### src/legacyDemodPkg.sv
//**********************************************************
// Legacy demodulator glue definitions
// Stream and DAC widths, mode codes, AXI4-Lite register
// map and the DAC sample layout
//**********************************************************

package legacyDemodPkg;

    // Datapath widths
    localparam int symWidth     = 18;
    localparam int dacWidth     = 14;
    localparam int dacFracWidth = 4;
    localparam int modeWidth    = 5;

    // Demodulation modes
    localparam logic [modeWidth-1:0] modeBpsk       = 5'd0;
    localparam logic [modeWidth-1:0] modeQpsk       = 5'd1;
    localparam logic [modeWidth-1:0] modeAuqpsk     = 5'd3;
    localparam logic [modeWidth-1:0] modeFm         = 5'd8;
    localparam logic [modeWidth-1:0] mode2fsk       = 5'd9;
    localparam logic [modeWidth-1:0] modeMultih     = 5'd12;
    localparam logic [modeWidth-1:0] modePcmTrellis = 5'd13;

    //******************************************************
    // AXI4-Lite register map
    //******************************************************
    localparam int axiAddrWidth = 4;
    localparam int axiDataWidth = 32;

    localparam logic [1:0] axiRespOkay   = 2'd0;
    localparam logic [1:0] axiRespSlvErr = 2'd2;

    localparam logic [axiAddrWidth-1:0] regVersion = 4'h0;
    localparam logic [axiAddrWidth-1:0] regMode    = 4'h4;
    localparam logic [axiAddrWidth-1:0] regClock   = 4'h8;
    localparam logic [axiAddrWidth-1:0] regReset   = 4'hC;

    localparam logic [axiDataWidth-1:0] versionNumber = 32'h0000_017D;

    // Soft reset pulse length in clocks
    localparam int softResetCycles = 6;
    localparam int resetCountWidth = $clog2(softResetCycles + 1);

    // DAC sample, raw or split into code and dropped fraction
    typedef struct packed {
        logic [dacWidth-1:0]     dacCode;
        logic [dacFracWidth-1:0] frac;
    } dacFieldsT;

    typedef union packed {
        logic [symWidth-1:0] raw;
        dacFieldsT           fields;
    } dacSampleT;

endpackage

### src/modeCtrlIf.sv
//**********************************************************
// Mode control bundle
// Decoded mode flags and soft reset from the register
// block to the symbol and DAC routers
//**********************************************************

interface modeCtrlIf;

    // Mode flags
    logic multihSel;
    logic invertI;
    logic auSelect;

    // Output datapath soft reset
    logic datapathReset;

    modport regs (
        output multihSel, invertI, auSelect, datapathReset
    );

    modport datapath (
        input  multihSel, invertI, auSelect, datapathReset
    );

endinterface

### src/demodRegisters.sv
//**********************************************************
// Demodulator control registers
// AXI4-Lite slave holding the mode, version word, free
// running cycle counter and the datapath soft reset
//**********************************************************

module demodRegisters
    import legacyDemodPkg::*;
(
    input  logic                    clk,
    input  logic                    clockCounterEn,
    input  logic                    awvalid,
    output logic                    awready,
    input  logic [axiAddrWidth-1:0] awaddr,
    input  logic                    wvalid,
    output logic                    wready,
    input  logic [axiDataWidth-1:0] wdata,
    output logic                    bvalid,
    input  logic                    bready,
    output logic [1:0]              bresp,
    input  logic                    arvalid,
    output logic                    arready,
    input  logic [axiAddrWidth-1:0] araddr,
    output logic                    rvalid,
    input  logic                    rready,
    output logic [axiDataWidth-1:0] rdata,
    output logic [1:0]              rresp,
    output logic [modeWidth-1:0]    demodMode,
    modeCtrlIf.regs                 ctrl
);

    logic                       writeAccept;
    logic                       readAccept;
    logic                       writeOk;
    logic                       readOk;
    logic [axiDataWidth-1:0]    readWord;
    logic [axiDataWidth-1:0]    clockCounter;
    logic [resetCountWidth-1:0] resetCount;

    // Address and data must arrive together, one response outstanding
    assign writeAccept = awvalid && wvalid && !bvalid;
    assign awready     = writeAccept;
    assign wready      = writeAccept;
    assign readAccept  = arvalid && !rvalid;
    assign arready     = readAccept;

    assign writeOk = awaddr inside {regVersion, regMode, regClock, regReset};

    always_comb begin
        readOk   = 1'b1;
        readWord = '0;
        case (araddr)
            regVersion: readWord = versionNumber;
            regMode:    readWord = axiDataWidth'(demodMode);
            regClock:   readWord = clockCounter;
            regReset:   readWord = '0;
            default:    readOk   = 1'b0;
        endcase
    end

    //******************************************************
    // Response channels
    //******************************************************
    always_ff @(posedge clk or posedge clockCounterEn) begin
        if (clockCounterEn) begin
            bvalid <= 1'b0;
            bresp  <= axiRespOkay;
        end else if (writeAccept) begin
            bvalid <= 1'b1;
            bresp  <= writeOk ? axiRespOkay : axiRespSlvErr;
        end else if (bready) begin
            bvalid <= 1'b0;
        end
    end

    always_ff @(posedge clk or posedge clockCounterEn) begin
        if (clockCounterEn) begin
            rvalid <= 1'b0;
            rdata  <= '0;
            rresp  <= axiRespOkay;
        end else if (readAccept) begin
            rvalid <= 1'b1;
            rdata  <= readWord;
            rresp  <= readOk ? axiRespOkay : axiRespSlvErr;
        end else if (rready) begin
            rvalid <= 1'b0;
        end
    end

    //******************************************************
    // Mode, cycle counter and soft reset
    //******************************************************
    always_ff @(posedge clk or posedge clockCounterEn) begin
        if (clockCounterEn) begin
            demodMode    <= '0;
            clockCounter <= '0;
            resetCount   <= '0;
        end else begin
            if (writeAccept && awaddr == regMode) begin
                demodMode <= wdata[modeWidth-1:0];
            end
            // Free running, restarted by software
            if (writeAccept && awaddr == regClock) begin
                clockCounter <= '0;
            end else begin
                clockCounter <= clockCounter + 1'b1;
            end
            if (writeAccept && awaddr == regReset) begin
                resetCount <= resetCountWidth'(softResetCycles);
            end else if (resetCount != '0) begin
                resetCount <= resetCount - 1'b1;
            end
        end
    end

    // Mode decode for the datapath
    assign ctrl.multihSel     = (demodMode == modeMultih);
    assign ctrl.invertI       = (demodMode == modeFm) || (demodMode == mode2fsk);
    assign ctrl.auSelect      = (demodMode == modeAuqpsk);
    assign ctrl.datapathReset = (resetCount != '0);

endmodule

### src/flat_wrapper.sv
// flat-port wrapper written by rule: the top's interface ports become plain ports
module demodRegisters_flat import legacyDemodPkg::*;
  (clk, clockCounterEn, awvalid, awready, awaddr, wvalid, wready, wdata, bvalid, bready, bresp, arvalid, arready, araddr, rvalid, rready, rdata, rresp, demodMode, ctrl_multihSel, ctrl_invertI, ctrl_auSelect, ctrl_datapathReset);
  modeCtrlIf ctrl_i ();
  input  logic clk;
  input  logic clockCounterEn;
  input  logic awvalid;
  output logic awready;
  input  logic [axiAddrWidth-1:0] awaddr;
  input  logic wvalid;
  output logic wready;
  input  logic [axiDataWidth-1:0] wdata;
  output logic bvalid;
  input  logic bready;
  output logic [1:0] bresp;
  input  logic arvalid;
  output logic arready;
  input  logic [axiAddrWidth-1:0] araddr;
  output logic rvalid;
  input  logic rready;
  output logic [axiDataWidth-1:0] rdata;
  output logic [1:0] rresp;
  output logic [modeWidth-1:0] demodMode;
  output wire logic [$bits(ctrl_i.multihSel)-1:0] ctrl_multihSel;
  output wire logic [$bits(ctrl_i.invertI)-1:0] ctrl_invertI;
  output wire logic [$bits(ctrl_i.auSelect)-1:0] ctrl_auSelect;
  output wire logic [$bits(ctrl_i.datapathReset)-1:0] ctrl_datapathReset;
  assign ctrl_multihSel = ctrl_i.multihSel;
  assign ctrl_invertI = ctrl_i.invertI;
  assign ctrl_auSelect = ctrl_i.auSelect;
  assign ctrl_datapathReset = ctrl_i.datapathReset;
  demodRegisters u_core (.clk(clk), .clockCounterEn(clockCounterEn), .awvalid(awvalid), .awready(awready), .awaddr(awaddr), .wvalid(wvalid), .wready(wready), .wdata(wdata), .bvalid(bvalid), .bready(bready), .bresp(bresp), .arvalid(arvalid), .arready(arready), .araddr(araddr), .rvalid(rvalid), .rready(rready), .rdata(rdata), .rresp(rresp), .demodMode(demodMode), .ctrl(ctrl_i));
endmodule
### config.mk
export PLATFORM = sky130hd
export DESIGN_NAME = demodRegisters_flat
export DESIGN_NICKNAME = d
export VERILOG_FILES = /design/src/legacyDemodPkg.sv /design/src/modeCtrlIf.sv /design/src/demodRegisters.sv /design/src/flat_wrapper.sv
export SDC_FILE = /design/constraint.sdc
export NUM_CORES = 1
export LEC_CHECK = 0
export BUFFER_PORTS_ARGS = -buffer_cell sky130_fd_sc_hd__buf_2
export CORE_AREA = 4 4 89 91
export DETAILED_ROUTE_END_ITERATION = 8
export DIE_AREA = 0 0 93 95
export HOLD_SLACK_MARGIN = 0.03
export PLACE_DENSITY = 0.73
export SYNTH_ARGS = -nofsm -noshare
export SYNTH_HDL_FRONTEND = slang
export SYNTH_SLANG_ARGS = --single-unit
### constraint.sdc
create_clock -name clk -period 6.2 [get_ports clk]
set_clock_uncertainty 0.1 [all_clocks]
set_input_delay 1.24 -clock clk [delete_from_list [all_inputs] [get_ports clk]]
set_output_delay 1.24 -clock clk [all_outputs]
set_load 0.02 [all_outputs]
==> impl_metrics.tcl <==
set metrics [dict create \
    clock_path_buffers 2 \
    die_area_mm2 0.00884 \
    drt_wl_total_um 7140 \
    track_usage_pct 17.3 \
    hold_class "flop to flop" \
    fin_ws_ns 2.79 \
    preCtsSetupSlack_ns 2.79 \
    cts.sink_count 76 \
    slew_viol_final 0 \
    cts_tree "yes" \
    hold_viol 0 \
    cp-end-kind "output pin" \
    setup_tns_ns 0 \
    n_antenna_cell 0 \
    dp_hpwl_um 4900 \
    fmax_mhz 294 \
    postCtsSetupBuffers 0 \
    die_h_um 95 \
    maxCapViolations 0 \
    synth-seq-area-share_pct 54.5 \
    yosysUniqueCellTypes 44 \
    core_area_mm2 0.00714 \
    chipWidth_um 93 \
    io_buffers 67 \
    crit_path_start_kind "input pin" \
    switchingPower_w 0.000519 \
    internal_power_w 0.000960 \
    num_vias 2698 \
    final_antenna_net_count 0 \
    viasPerCell 5.44 \
    crit_required_ns 4.86 \
    fin_nets 442 \
    cellPowerDensity_mw_per_mm2 361 \
    vdd_drop_max_mv 0.256 \
    drc_errors 0 \
    cts_resized 0 \
    layout_commonest_cell "dfrtp_1" \
    areaGrowthSynthToFinish_pct 17.5 \
    antenna_found_initial 0 \
    initial_core_util_pct 48.9 \
    finalSetupViolCount 0 \
    synth_area_per_cell_um2 10.6 \
    outcome "finished, final reports clean" \
    final_cell_mix "dfrtp_1, buf_2, a22o_1, nor2_1, nand2_1" \
    cp_max_fo 39 \
    combPwrFrac_pct 23.5 \
    fin_crit_ns 3.41 \
    grt_remaining_overflow 0 \
    ios 97 \
    grt_pass1_wl_um 12200 \
    cp_data_arrival_time_ns 2.07 \
    place_congestion 0.758 \
    synth-seq-cells 76 \
    yosys_warnings 0 \
    min_period_over_period_pct 54.9 \
    pwr-share-clk_pct 25.6 \
    drive_gt1_share_pct 24.7 \
    first_iter_violations 102 \
    tightest_slew_ns 1.01 \
    rsz0062_at_grt "no" \
    async_reset_ff_share_pct 100 \
    synth_edf_count 0 \
    clk_pin_slew_ns 0.08 \
    netlist_instances 328 \
    routedWlPerCell_um 14.4 \
    fill_cells 624 \
    clk_latency_ns 0.34 \
    htreeDepth 3 \
    critPathKind "input pin to output pin" \
    grt_max_degree 77 \
    first_global_vias 2724 \
    syn_area_mm2 0.00349 \
    pwr-share-seq_pct 50.9 \
    root_buffer "clkbuf_8" \
    ctsHoldBuffers 0 \
    swShare_pct 35.1 \
    slew_headroom_pct 32.6 \
    numCtsBuffers 9 \
    synthFlopType "dfrtp_1" \
    drtPass1Iterations 6 \
    num_rows 31 \
    power.leakage_nw 1.93 \
]
==> through the flow <==
| step | cells | area, um2 | power (W) | hold slack [ns] | util (%) |
|---|---|---|---|---|---|
| 3_5_place_dp | 480 | 3890 | 0.00111 | 0.365 | 54.6 |
| 5_1_grt | 496 | 4100 | 0.00158 | 0.389 | 57.4 |
| 2_1_floorplan | 329 | 3490 | 0.000997 | 0.354 | - |
| 4_1_cts | 496 | 4100 | 0.00149 | 0.384 | 57.4 |
| 6_report | 496 | 4100 | 0.00148 | 0.375 | 57.4 |
| 3_3_place_gp | 480 | 3890 | 0.00109 | 0.360 | 54.6 |
==> final cells by class <==
| type | instances | area, um2 | area share [%] |
|---|---|---|---|
| Tap cell | 99 | 124 | 3.02 |
| Multi-Input combinational cell | 218 | 1450 | 35.3 |
| Timing Repair Buffer | 70 | 358 | 8.74 |
| Clock inverter | 6 | 63.8 | 1.56 |
| Sequential cell | 76 | 1900 | 46.4 |
| Inverter | 17 | 63.8 | 1.56 |
| Clock buffer | 10 | 138 | 3.36 |
==> layer usage <==
| metal | share of wire, % | vias up | GRT usage, % |
|---|---|---|---|
| li1 | - | 1326 | - |
| met4 | 1.3 | 0 | 6.96 |
| met3 | 3.8 | 10 | 3.98 |
| met2 | 50 | 51 | 29.9 |
| met1 | 44 | 1311 | 20.9 |
| met5 | 0 | - | 0 |
==> power by group through the flow <==
| stage | Sequential (W) | Clock, W | Combinational (W) |
|---|---|---|---|
| final | 0.000752 | 0.000378 | 0.000348 |
| after global routing | 0.000774 | 0.000409 | 0.000393 |
| after CTS | 0.000752 | 0.000385 | 0.000354 |
| after detailed placement | 0.000761 | 0 | 0.000349 |
| after global placement | 0.000754 | 0 | 0.000334 |
| after floorplan | 0.000756 | 0 | 0.000241 |
==> critical path: stages <==
cell,delay (ns)
buf_2,0.09
nand2_1,0.05
buf_4,0.36
inv_1,0.13
buf_2,0.18
==> cell families (layout without fill, tap and decap cells) <==
kind of cell | count (synthesis) | after routing | share of synthesized area (%)
AO/OA/AOI/OAI | 73 | 73 | 14.9
XOR/XNOR | 13 | 13 | 3.27
flip-flops | 76 | 76 | 54.5
other | 1 | 2 | 0.108
multiplexers | 9 | 9 | 2.76
adder cells (fa/ha/maj) | 3 | 3 | 1.08
buffers and inverters | 35 | 103 | 4.23
AND/OR/NAND/NOR | 118 | 118 | 19.1
==> final timing paths <==
kind / start / slack, ns / depth (start not counted) / to
worst min register to register: u_core.rdata[8]$_DFFE_PP0P_ / 0.38 / 2 / u_core.rdata[8]$_DFFE_PP0P_
worst max-delay path: arvalid / 2.79 / 5 / arready
worst min-delay path: u_core.rdata[8]$_DFFE_PP0P_ / 0.38 / 2 / u_core.rdata[8]$_DFFE_PP0P_
max in group asynchronous: clockCounterEn / 4.30 / 3 / u_core.clockCounter[12]$_DFF_PP0_
worst max register to register: u_core.clockCounter[3]$_DFF_PP0_ / 3.81 / 4 / u_core.clockCounter[25]$_DFF_PP0_
min in group asynchronous: clockCounterEn / 1.07 / 3 / u_core.demodMode[4]$_DFFE_PP0P_
==> state kept, by name, indices dropped and copies added (netlist names) <==
name	flops
u_core.rvalid	1
u_core.resetCount	3
u_core.bresp	1
u_core.rdata	32
u_core.clockCounter	32
u_core.bvalid	1
u_core.rresp	1
u_core.demodMode	5
==> Yosys cell counts (all sizes together), types with 5 or more instances <==
cell type | number | area [um2]
o31ai | 10 | 75.1
nand3 | 11 | 55.1
o21ai | 12 | 60.1
nor3 | 5 | 25.0
dfrtp | 76 | 1900
nor2 | 24 | 90.1
buf | 6 | 38.8
or3 | 7 | 43.8
a21oi | 17 | 85.1
mux2 | 5 | 56.3
nor4 | 7 | 50.1
xnor2 | 11 | 96.3
nand2b | 7 | 43.8
clkbuf | 12 | 45.0
inv | 17 | 63.8
a22o | 25 | 219
nand2 | 19 | 71.3
nand4 | 11 | 83.8
or4 | 9 | 67.6
(Power assumes the default switching activity.)
